File: src/logic/tx_slice_pkg.sv
// Shared sizes and encodings for the transmit slice controller, which fixes four slices and four queues
package tx_slice_pkg;

  // ****************************************
  // Sizes
  // ****************************************
  localparam int NUM_SLICE = 4;   // Slices and transmit queues
  localparam int CNT_W     = 20;  // Slice counter and window width
  localparam int TSF_W     = 64;  // TSF width in microseconds
  localparam int QCNT_W    = 8;   // Pending frame count width

  // ****************************************
  // Encodings
  // ****************************************
  typedef enum logic [1:0] {
    CFG_TOTAL = 2'd0,  // Slice period
    CFG_START = 2'd1,  // Window open point
    CFG_END   = 2'd2   // Window close point
  } cfg_op_t;

  typedef enum logic [1:0] {
    ARB_IDLE  = 2'd0,
    ARB_GRANT = 2'd1,
    ARB_WAIT  = 2'd2
  } arb_state_t;

endpackage

File: src/logic/tsf_timer.sv
// CLK_PER_US must be 1 or more, and a TSF load restarts the microsecond phase from zero
`timescale 1ns/10ps

module tsf_timer #(
  parameter int CLK_PER_US = 8
) (
  input  logic                           clk,
  input  logic                           rstn,
  input  logic                           tsf_load,
  input  logic [tx_slice_pkg::TSF_W-1:0] tsf_load_value,
  output logic [tx_slice_pkg::TSF_W-1:0] tsf_value,
  output logic                           tsf_pulse_1m
);

  localparam int PRE_W = (CLK_PER_US > 1) ? $clog2(CLK_PER_US) : 1;
  localparam logic [PRE_W-1:0] PRE_LAST = PRE_W'(CLK_PER_US - 1);

  logic [PRE_W-1:0] presc;

  // ****************************************
  // Microsecond prescaler
  // ****************************************
  always_ff @(posedge clk) begin
    if (!rstn) begin
      presc        <= '0;
      tsf_pulse_1m <= 1'b0;
    end else if (tsf_load) begin
      presc        <= '0;        // Realign to the new TSF
      tsf_pulse_1m <= 1'b0;
    end else if (presc == PRE_LAST) begin
      presc        <= '0;
      tsf_pulse_1m <= 1'b1;      // One clock per microsecond
    end else begin
      presc        <= presc + 1'b1;
      tsf_pulse_1m <= 1'b0;
    end
  end

  // ****************************************
  // TSF counter
  // ****************************************
  always_ff @(posedge clk) begin
    if (!rstn) begin
      tsf_value <= '0;
    end else if (tsf_load) begin
      tsf_value <= tsf_load_value;
    end else if (tsf_pulse_1m) begin
      tsf_value <= tsf_value + 1'b1;  // Advance on the pulse clock
    end
  end

endmodule

File: src/logic/time_slice_gen.sv
// Windows are inclusive, start above end keeps a slice closed, and all-zero settings keep it open
`timescale 1ns/10ps

module time_slice_gen (
  input  logic                                   clk,
  input  logic                                   rstn,
  input  logic                                   tsf_pulse_1m,
  input  logic                                   cfg_wr,
  input  tx_slice_pkg::cfg_op_t                  cfg_op,
  input  logic [$clog2(tx_slice_pkg::NUM_SLICE)-1:0] cfg_idx,
  input  logic [tx_slice_pkg::CNT_W-1:0]         cfg_value,
  output logic [tx_slice_pkg::NUM_SLICE-1:0]     slice_en,
  output logic                                   cycle_start0
);

  localparam int NS = tx_slice_pkg::NUM_SLICE;
  localparam int CW = tx_slice_pkg::CNT_W;

  logic [CW-1:0] cnt_total [NS];  // Period per slice
  logic [CW-1:0] cnt_start [NS];
  logic [CW-1:0] cnt_end   [NS];
  logic [CW-1:0] counter   [NS];

  // ****************************************
  // Configuration registers
  // ****************************************
  always_ff @(posedge clk) begin
    if (!rstn) begin
      for (int i = 0; i < NS; i++) begin
        cnt_total[i] <= '0;
        cnt_start[i] <= '0;
        cnt_end[i]   <= '0;
      end
    end else if (cfg_wr) begin
      case (cfg_op)
        tx_slice_pkg::CFG_TOTAL: begin
          cnt_total[cfg_idx] <= cfg_value;
        end
        tx_slice_pkg::CFG_START: begin
          cnt_start[cfg_idx] <= cfg_value;
        end
        tx_slice_pkg::CFG_END: begin
          cnt_end[cfg_idx] <= cfg_value;
        end
        default: begin
          cnt_total[cfg_idx] <= cnt_total[cfg_idx];  // Unused opcode ignored
        end
      endcase
    end
  end

  // ****************************************
  // Slice counters
  // ****************************************
  always_ff @(posedge clk) begin
    if (!rstn) begin
      for (int i = 0; i < NS; i++) begin
        counter[i] <= '0;
      end
    end else if (tsf_pulse_1m) begin
      for (int i = 0; i < NS; i++) begin
        if (counter[i] == cnt_total[i]) begin
          counter[i] <= '0;  // Wrap at period
        end else begin
          counter[i] <= counter[i] + 1'b1;
        end
      end
    end
  end

  // ****************************************
  // Slice enables
  // ****************************************
  // Compared against the counter of the previous clock, so enables lag by one
  always_ff @(posedge clk) begin
    if (!rstn) begin
      slice_en <= '1;  // All slices open out of reset
    end else begin
      for (int i = 0; i < NS; i++) begin
        slice_en[i] <= (counter[i] >= cnt_start[i]) && (counter[i] <= cnt_end[i]);
      end
    end
  end

  assign cycle_start0 = (counter[0] == cnt_total[0]);  // Slice 0 at end of period

endmodule

File: src/logic/tx_queue_monitor.sv
// Counts saturate at both ends, so pops on an empty queue and pushes on a full one are lost
`timescale 1ns/10ps

module tx_queue_monitor (
  input  logic                                       clk,
  input  logic                                       rstn,
  input  logic                                       frame_push,
  input  logic [$clog2(tx_slice_pkg::NUM_SLICE)-1:0] push_queue,
  input  logic                                       frame_pop,
  input  logic [$clog2(tx_slice_pkg::NUM_SLICE)-1:0] pop_queue,
  output logic [tx_slice_pkg::NUM_SLICE-1:0]         queue_pending
);

  localparam int NS = tx_slice_pkg::NUM_SLICE;
  localparam int QW = tx_slice_pkg::QCNT_W;

  logic [NS-1:0] push_vec;
  logic [NS-1:0] pop_vec;
  logic [QW-1:0] q_count [NS];

  // ****************************************
  // Strobe decode
  // ****************************************
  always_comb begin
    push_vec             = '0;
    pop_vec              = '0;
    push_vec[push_queue] = frame_push;
    pop_vec[pop_queue]   = frame_pop;
  end

  // ****************************************
  // Pending frame counters
  // ****************************************
  always_ff @(posedge clk) begin
    if (!rstn) begin
      for (int i = 0; i < NS; i++) begin
        q_count[i] <= '0;
      end
    end else begin
      for (int i = 0; i < NS; i++) begin
        case ({push_vec[i], pop_vec[i]})
          2'b10: begin
            if (q_count[i] != '1) begin
              q_count[i] <= q_count[i] + 1'b1;
            end
          end
          2'b01: begin
            if (q_count[i] != '0) begin
              q_count[i] <= q_count[i] - 1'b1;
            end
          end
          default: begin
            q_count[i] <= q_count[i];  // Idle or push and pop together
          end
        endcase
      end
    end
  end

  always_comb begin
    for (int i = 0; i < NS; i++) begin
      queue_pending[i] = (q_count[i] != '0);
    end
  end

endmodule

File: src/logic/tx_slice_arbiter.sv
// One frame in flight at a time, and a slice that closes mid-frame does not abort the grant
`timescale 1ns/10ps

module tx_slice_arbiter (
  input  logic                                       clk,
  input  logic                                       rstn,
  input  logic [tx_slice_pkg::NUM_SLICE-1:0]         slice_en,
  input  logic [tx_slice_pkg::NUM_SLICE-1:0]         queue_pending,
  input  logic                                       tx_done,
  output logic                                       tx_start,
  output logic [$clog2(tx_slice_pkg::NUM_SLICE)-1:0] tx_queue,
  output logic                                       tx_busy,
  output logic                                       frame_pop,
  output logic [$clog2(tx_slice_pkg::NUM_SLICE)-1:0] pop_queue
);

  localparam int NS    = tx_slice_pkg::NUM_SLICE;
  localparam int IDX_W = $clog2(NS);

  tx_slice_pkg::arb_state_t state;

  logic [NS-1:0]    eligible;
  logic [IDX_W-1:0] rr_ptr;  // Last granted queue
  logic [IDX_W-1:0] pick;

  assign eligible = slice_en & queue_pending;

  // ****************************************
  // Round-robin search
  // ****************************************
  // Walk downward so the nearest queue after rr_ptr wins
  always_comb begin
    pick = rr_ptr;
    for (int k = NS; k >= 1; k--) begin
      if (eligible[IDX_W'(rr_ptr + k)]) begin
        pick = IDX_W'(rr_ptr + k);
      end
    end
  end

  // ****************************************
  // Grant FSM
  // ****************************************
  always_ff @(posedge clk) begin
    if (!rstn) begin
      state    <= tx_slice_pkg::ARB_IDLE;
      rr_ptr   <= IDX_W'(NS - 1);  // Queue 0 searched first
      tx_queue <= '0;
    end else begin
      case (state)
        tx_slice_pkg::ARB_IDLE: begin
          if (|eligible) begin
            tx_queue <= pick;
            state    <= tx_slice_pkg::ARB_GRANT;
          end
        end
        tx_slice_pkg::ARB_GRANT: begin
          rr_ptr <= tx_queue;
          state  <= tx_slice_pkg::ARB_WAIT;
        end
        tx_slice_pkg::ARB_WAIT: begin
          if (tx_done) begin
            state <= tx_slice_pkg::ARB_IDLE;  // Count drops on the same edge
          end
        end
        default: begin
          state <= tx_slice_pkg::ARB_IDLE;
        end
      endcase
    end
  end

  assign tx_start  = (state == tx_slice_pkg::ARB_GRANT);
  assign tx_busy   = (state == tx_slice_pkg::ARB_GRANT) || (state == tx_slice_pkg::ARB_WAIT);
  assign frame_pop = (state == tx_slice_pkg::ARB_WAIT) && tx_done;
  assign pop_queue = tx_queue;  // Frame leaves the granted queue

endmodule

File: src/logic/tx_slice_top.sv
// Configuration and frame strobes are one clock wide, and the transmitter must answer each grant
`timescale 1ns/10ps

module tx_slice_top #(
  parameter int CLK_PER_US = 8
) (
  input  logic                                       clk,
  input  logic                                       rstn,
  input  logic                                       cfg_wr,
  input  tx_slice_pkg::cfg_op_t                      cfg_op,
  input  logic [$clog2(tx_slice_pkg::NUM_SLICE)-1:0] cfg_idx,
  input  logic [tx_slice_pkg::CNT_W-1:0]             cfg_value,
  input  logic                                       tsf_load,
  input  logic [tx_slice_pkg::TSF_W-1:0]             tsf_load_value,
  input  logic                                       frame_push,
  input  logic [$clog2(tx_slice_pkg::NUM_SLICE)-1:0] push_queue,
  input  logic                                       tx_done,
  output logic [tx_slice_pkg::TSF_W-1:0]             tsf_value,
  output logic                                       tsf_pulse_1m,
  output logic [tx_slice_pkg::NUM_SLICE-1:0]         slice_en,
  output logic                                       cycle_start0,
  output logic [tx_slice_pkg::NUM_SLICE-1:0]         queue_pending,
  output logic                                       tx_start,
  output logic [$clog2(tx_slice_pkg::NUM_SLICE)-1:0] tx_queue,
  output logic                                       tx_busy
);

  logic                                       frame_pop;  // Arbiter to queue monitor
  logic [$clog2(tx_slice_pkg::NUM_SLICE)-1:0] pop_queue;

  tsf_timer #(
    .CLK_PER_US     (CLK_PER_US)
  ) i_tsf_timer (
    .clk            (clk),
    .rstn           (rstn),
    .tsf_load       (tsf_load),
    .tsf_load_value (tsf_load_value),
    .tsf_value      (tsf_value),
    .tsf_pulse_1m   (tsf_pulse_1m)
  );

  time_slice_gen i_time_slice_gen (
    .clk          (clk),
    .rstn         (rstn),
    .tsf_pulse_1m (tsf_pulse_1m),
    .cfg_wr       (cfg_wr),
    .cfg_op       (cfg_op),
    .cfg_idx      (cfg_idx),
    .cfg_value    (cfg_value),
    .slice_en     (slice_en),
    .cycle_start0 (cycle_start0)
  );

  tx_queue_monitor i_tx_queue_monitor (
    .clk           (clk),
    .rstn          (rstn),
    .frame_push    (frame_push),
    .push_queue    (push_queue),
    .frame_pop     (frame_pop),
    .pop_queue     (pop_queue),
    .queue_pending (queue_pending)
  );

  tx_slice_arbiter i_tx_slice_arbiter (
    .clk           (clk),
    .rstn          (rstn),
    .slice_en      (slice_en),
    .queue_pending (queue_pending),
    .tx_done       (tx_done),
    .tx_start      (tx_start),
    .tx_queue      (tx_queue),
    .tx_busy       (tx_busy),
    .frame_pop     (frame_pop),
    .pop_queue     (pop_queue)
  );

endmodule

File: config.mk
export PLATFORM = sky130hd
export DESIGN_NAME = tx_slice_top
export DESIGN_NICKNAME = d
export VERILOG_FILES = /design/src/logic/tx_slice_pkg.sv /design/src/logic/tsf_timer.sv /design/src/logic/time_slice_gen.sv /design/src/logic/tx_queue_monitor.sv /design/src/logic/tx_slice_arbiter.sv /design/src/logic/tx_slice_top.sv
export SDC_FILE = /design/constraint.sdc
export NUM_CORES = 1
export LEC_CHECK = 0
export BUFFER_PORTS_ARGS = -buffer_cell sky130_fd_sc_hd__clkbuf_2
export CAP_MARGIN = 20
export CORE_ASPECT_RATIO = 1.2
export CORE_MARGIN = 2
export CORE_UTILIZATION = 66
export DETAILED_ROUTE_END_ITERATION = 12
export GPL_TIMING_DRIVEN = 0
export PLACE_DENSITY = 0.86
export SLEW_MARGIN = 10
export SYNTH_ARGS = -nofsm -noshare
export SYNTH_HDL_FRONTEND = slang
export SYNTH_SLANG_ARGS = --single-unit
File: constraint.sdc
create_clock -name clk -period 5.59 [get_ports clk]
set_input_delay 1.118 -clock clk [delete_from_list [all_inputs] [get_ports clk]]
set_output_delay 1.118 -clock clk [all_outputs]
set_load 0.01 [all_outputs]
==> run metrics, run 1 <==
status=completed; crit end category=flip-flop; gr ovfl total=0; Post-CTS Resized=0; worst path required time=5.90 ns; Fin. Hold Viols=0; FF-to-FF End=i_tx_queue_monitor.q_count[2][6]; IO Pins=174; worst path arrival time=4.65 ns; Final ANT Viol Nets=0; Initial Utilization=66.8%; CTS tree=yes; first-pass GRT wire length=100000 um; Ys Warns=0; vias=19.0k; Top FF cell, synth=edfxtp_1; TritonCTS Sinks=430; fill count=2427; drt total wl=63600 um; part of the Yosys area used for sequential elements=49.5%; CP Launch Type=input pin; Core Box Area=0.0367 mm2; width of the die=180 um; max layer used=met5; cts hold-fix bufs=0; worst relative slew slack=25.1%; WHS=0.438 ns; number of global-route vias before repair=19.0k; half-perimeter wire length after placement=45800 um; CTS Buffer Depth=3; vias per cell=6.13; Reg2Reg Setup Slack=2.34 ns; CP startpoint=rstn; wire per inst=20.5 um; clock latency on the worst-skew pair=0.55 ns; wl on met1=23200 um; Max Fclk=230 MHz; Row Count=77; Finished Cell Area=0.0276 mm2; post-synth cell types=74; RSZ-0062 raised after global routing=false; met3 wire len=5380 um; Final nets=2886; antenna violations before repair=4; period utilization=77.7%; worst hold path type=flip-flop to flip-flop; worst slew pin tran=1.12 ns; number of flops mapped to enable cells by yosys=352; ys async rst share=0%; post-place instance area=0.0262 mm2; drt drc=0; Setup Skew=0.0194 ns; final-report setup violation count=0; cts bufs inserted=44; syn_nets=2657; Worst VDD drop=0.347 mV; DIE AREA=0.0387 mm2; Die Y=215 um; CP Capture Point=i_tx_queue_monitor.q_count[3][6]; commonest non-fill, non-tap cell in the layout=edfxtp_1; Mapped Area=0.0245 mm2; r2r worst-path depth=11; hold path depth=1; Seq cells post-synth=430; pwr/cell area=275 mW/mm2; worst flop-to-flop path startpoint=i_tx_queue_monitor.q_count[2][1]; H-tree depth=2; Syn Area/Cell=10.4 um2; Post-Place Worst Slack=0.798 ns; Lkg Pwr=11.4 nW; layout cell share with drive strength beyond 1=11.0%; initial DRC count=1756; min Tclk post-route=4.34 ns; critical path peak fanout=10; Mapped Cells=2360; met2 wire length=31700 um; drt first pass iters=6; max-slew violations=0; most frequent cells in the layout=edfxtp_1 (352), and2_1 (231), inv_1 (222); Synth-to-Final Area Change=12.5%; Crit Path Class=input pin to flip-flop; setup tns final=0 ns; clk root buf=clkbuf_16; Port Buffers=172; Max-Cap Viols=0; Setup Buffers After CTS=0; setup slack after layout=1.25 ns; GRT Resource Usage Total=32.9%; Reg clk slew, reported paths=0.06 ns; largest net degree at the start of global routing=42; routability congestion estimate=0.914
area by class of cell:
cell class / instances / area [um2] / share of cell area (%)
Multi-Input combinational cell: 1616 / 11200 / 40.7
Timing Repair Buffer: 183 / 1010 / 3.67
Clock inverter: 18 / 188 / 0.680
Antenna cell: 3 / 7.51 / 0.0272
Clock buffer: 60 / 1230 / 4.47
Sequential cell: 430 / 12100 / 44.0
Buffer: 93 / 368 / 1.33
Inverter: 221 / 830 / 3.01
Tap cell: 474 / 593 / 2.15
synthesized netlist by cell type, types with 4 or more instances:
cell type / count / area share (%)
nand3_1: 70 / 1.4
or2_2: 5 / 0.13
o211ai_1: 6 / 0.18
and3_1: 42 / 1.1
a21oi_1: 108 / 2.2
and2_1: 231 / 5.9
ha_1: 198 / 10
nand4_1: 55 / 1.4
nand2b_1: 14 / 0.36
dfxtp_1: 78 / 6.4
o311ai_0: 6 / 0.21
nor2b_1: 18 / 0.46
a211o_1: 5 / 0.18
a211oi_1: 22 / 0.67
nor3_1: 45 / 0.92
or4_1: 4 / 0.12
nor4_1: 38 / 0.97
o21ai_0: 104 / 2.1
or3_1: 8 / 0.20
and4_1: 12 / 0.43
a221oi_1: 4 / 0.14
nand2_1: 100 / 1.5
xnor2_1: 104 / 3.7
a2111oi_0: 6 / 0.21
a21o_1: 20 / 0.61
a31oi_1: 11 / 0.28
clkbuf_1: 87 / 1.3
inv_1: 221 / 3.4
nor2_1: 188 / 2.9
edfxtp_1: 352 / 43
xor2_1: 119 / 4.3
flip-flops by register name, indices dropped and copies added, names as in the netlist, 3 cells and up:
signal,cells
i_time_slice_gen.cnt_total,80
i_time_slice_gen.counter,80
i_time_slice_gen.cnt_end,80
i_tsf_timer.tsf_value,64
i_time_slice_gen.cnt_start,80
i_time_slice_gen.slice_en,4
i_tx_queue_monitor.q_count,32
i_tsf_timer.presc,3
critical path: stages:
cell,delay [ns]
clkbuf_1,0.36
clkbuf_1,0.79
clkbuf_1,0.90
clkbuf_1,0.75
o21ai_0,0.43
buf_2,0.29
cell families after synthesis:
family	count (synthesis)	synth area share [%]
flip-flops	430	49.5
multiplexers	2	0.0817
buffers and inverters	314	4.88
XOR/XNOR	223	7.97
AND/OR/NAND/NOR	854	18.8
AO/OA/AOI/OAI	336	8.40
adder cells (fa/ha/maj)	201	10.4
worst min-delay path by stage:
stage	startpoint	endpoint
after floorplan	i_tsf_timer.presc[0]	i_tsf_timer.presc[0]
after global placement	i_tsf_timer.presc[0]	i_tsf_timer.presc[0]
after detailed placement	i_tsf_timer.presc[0]	i_tsf_timer.presc[0]
after CTS	i_tsf_timer.presc[0]	i_tsf_timer.presc[0]
after global routing	i_tsf_timer.presc[0]	i_tsf_timer.presc[0]
final	i_tsf_timer.presc[0]	i_tsf_timer.presc[0]
metrics by stage:
step	power (mW)	utilization [%]	cells
floorplan	4.34	-	2360
global placement	4.60	70.8	3006
detailed placement	4.67	71.3	3017
CTS	7.59	75.2	3095
global route	7.83	75.2	3095
finish	7.60	75.2	3098
power by group:
part           internal, mW  leakage (nW)  switching (mW)
registers              3.66          4.10           0.170
clock network          1.73         0.702            1.24
logic                 0.317          6.55           0.483
metal layers:
layer | vias to the layer above | GRT usage [%]
li1 | 8746 | -
met1 | 9072 | 39.3
met2 | 923 | 57.1
met3 | 248 | 5.58
met4 | 2 | 16.8
met5 | - | 0
Power figures use the tool's default switching activity.
==> run 2, diff against run 1 <==
--- a/config.mk
+++ b/config.mk
@@ -9,10 +9,10 @@
 export CAP_MARGIN = 20
 export CORE_ASPECT_RATIO = 1.2
 export CORE_MARGIN = 2
-export CORE_UTILIZATION = 66
+export CORE_UTILIZATION = 61
 export DETAILED_ROUTE_END_ITERATION = 12
 export GPL_TIMING_DRIVEN = 0
-export PLACE_DENSITY = 0.86
+export PLACE_DENSITY = 0.8
 export SLEW_MARGIN = 10
 export SYNTH_ARGS = -nofsm -noshare
 export SYNTH_HDL_FRONTEND = slang
==> constraint.sdc (replaced) <==
create_clock -name clk -period 4.3 [get_ports clk]
set_input_delay 0.86 -clock clk [delete_from_list [all_inputs] [get_ports clk]]
set_output_delay 0.86 -clock clk [all_outputs]
set_load 0.01 [all_outputs]
==> run metrics, run 2 (synthesized netlist as in run 1, its figures left out) <==
worst hold path type=flip-flop to flip-flop; Max Fclk=246 MHz; non-filler instance count after layout=3166; worst path required time=4.63 ns; CTS Buffer Depth=3; Post-Place Worst Slack=-0.326 ns; Fin. Hold Viols=0; cts bufs inserted=45; pwr/cell area=348 mW/mm2; Lkg Pwr=11.3 nW; drt drc=0; Multi-input gate area=0.0112 mm2; Initial Utilization=61.7%; status=completed; wire per inst=19.7 um; CTS tree=yes; drt first pass iters=5; vias per cell=5.89; routability congestion estimate=0.909; Setup Skew=0.0182 ns; Port Buffers=172; CP Launch Type=input pin; Final nets=2887; cts hold-fix bufs=0; worst path arrival time=4.40 ns; vias=18.6k; RSZ-0062 raised after global routing=false; half-perimeter wire length after placement=45300 um; Max-Cap Viols=0; Final ANT Viol Nets=0; Util after Layout=69.3%; period utilization=94.5%; Worst VDD drop=0.355 mV; crit end category=flip-flop; max-slew violations=0; dpl cells=3075; setup tns final=0 ns; Sequential Area=0.0121 mm2; clock latency on the worst-skew pair=0.59 ns; Reg clk slew, reported paths=0.06 ns; drt total wl=62500 um; clk root buf=clkbuf_16; Die Y=224 um; initial DRC count=1534; Synth-to-Final Area Change=12.4%; DIE AREA=0.0418 mm2; Finished Cell Area=0.0276 mm2; antenna violations before repair=8; Setup Buffers After CTS=0; commonest non-fill, non-tap cell in the layout=edfxtp_1; Core Box Area=0.0397 mm2; layout cell share with drive strength beyond 1=10.7%; most frequent cells in the layout=edfxtp_1 (352), and2_1 (231), inv_1 (221); width of the die=187 um; Row Count=80; number of global-route vias before repair=18.7k; fill count=3036; worst relative slew slack=25.9%; final-report setup violation count=0; Crit Path Class=input pin to flip-flop; largest net degree at the start of global routing=42; critical path peak fanout=10; GRT Resource Usage Total=29.8%; setup slack after layout=0.238 ns; worst slew pin tran=1.11 ns; min Tclk post-route=4.06 ns; H-tree depth=2; IO Pins=174; Post-CTS Resized=0; gr ovfl total=0; post-place instance area=0.0262 mm2; first-pass GRT wire length=97000 um; TritonCTS Sinks=430
==> run 2: cell count changes in the layout (fill, tap and decap cells not counted), sizes merged <==
cell      before  now
bufinv         4    0
clkbuf       319  327
clkinv        12   10
clkinvlp       0    2
diode          3    8
==> run 2: stage by stage <==
stage,hold slack (ns),power [mW]
after floorplan,0.406,5.64
after global placement,0.416,5.98
after detailed placement,0.425,6.06
after CTS,0.436,9.59
after global routing,0.463,9.90
final,0.439,9.58
==> run 2: critical path, cell delays in order <==
cell and delay (ns):
clkbuf_1 0.33, clkbuf_1 0.77, clkbuf_1 0.89, clkbuf_1 0.79, o21ai_0 0.44, buf_2 0.29
==> run 2: where the power goes <==
part / internal, mW / leakage, nW / switching, mW / total, mW
Sequential: 4.76 / 4.10 / 0.218 / 4.97
Clock: 1.96 / 0.622 / 1.62 / 3.58
Combinational: 0.411 / 6.56 / 0.615 / 1.03
Total: 7.13 / 11.3 / 2.45 / 9.58
==> run 2: final cells by class <==
class,instances,share of cell area (%)
Sequential cell,430,44.0
Multi-Input combinational cell,1616,40.7
Clock buffer,68,4.44
Timing Repair Buffer,183,3.69
Inverter,221,3.01
Tap cell,533,2.42
Buffer,93,1.33
Clock inverter,14,0.263
Antenna cell,8,0.0726
==> run 2: path summary, 6_finish.rpt <==
path	from	to	slack (ns)	cells after the start
setup / recovery	rstn	i_tx_queue_monitor.q_count[3][4]	0.24	6
hold / removal	i_tsf_timer.presc[0]	i_tsf_timer.presc[0]	0.44	1
setup reg to reg	i_tx_queue_monitor.q_count[1][4]	i_tx_queue_monitor.q_count[1][6]	0.90	11
hold reg to reg	i_tsf_timer.presc[0]	i_tsf_timer.presc[0]	0.44	1
==> run 2: metal layers <==
metal | up-vias | GRT usage (%) | part of all wire [%]
met5 | - | 0 | 0.026
met4 | 4 | 14.4 | 4.7
met3 | 217 | 6.17 | 7.9
met2 | 737 | 52.2 | 49
met1 | 8905 | 35.0 | 38
li1 | 8780 | - | -
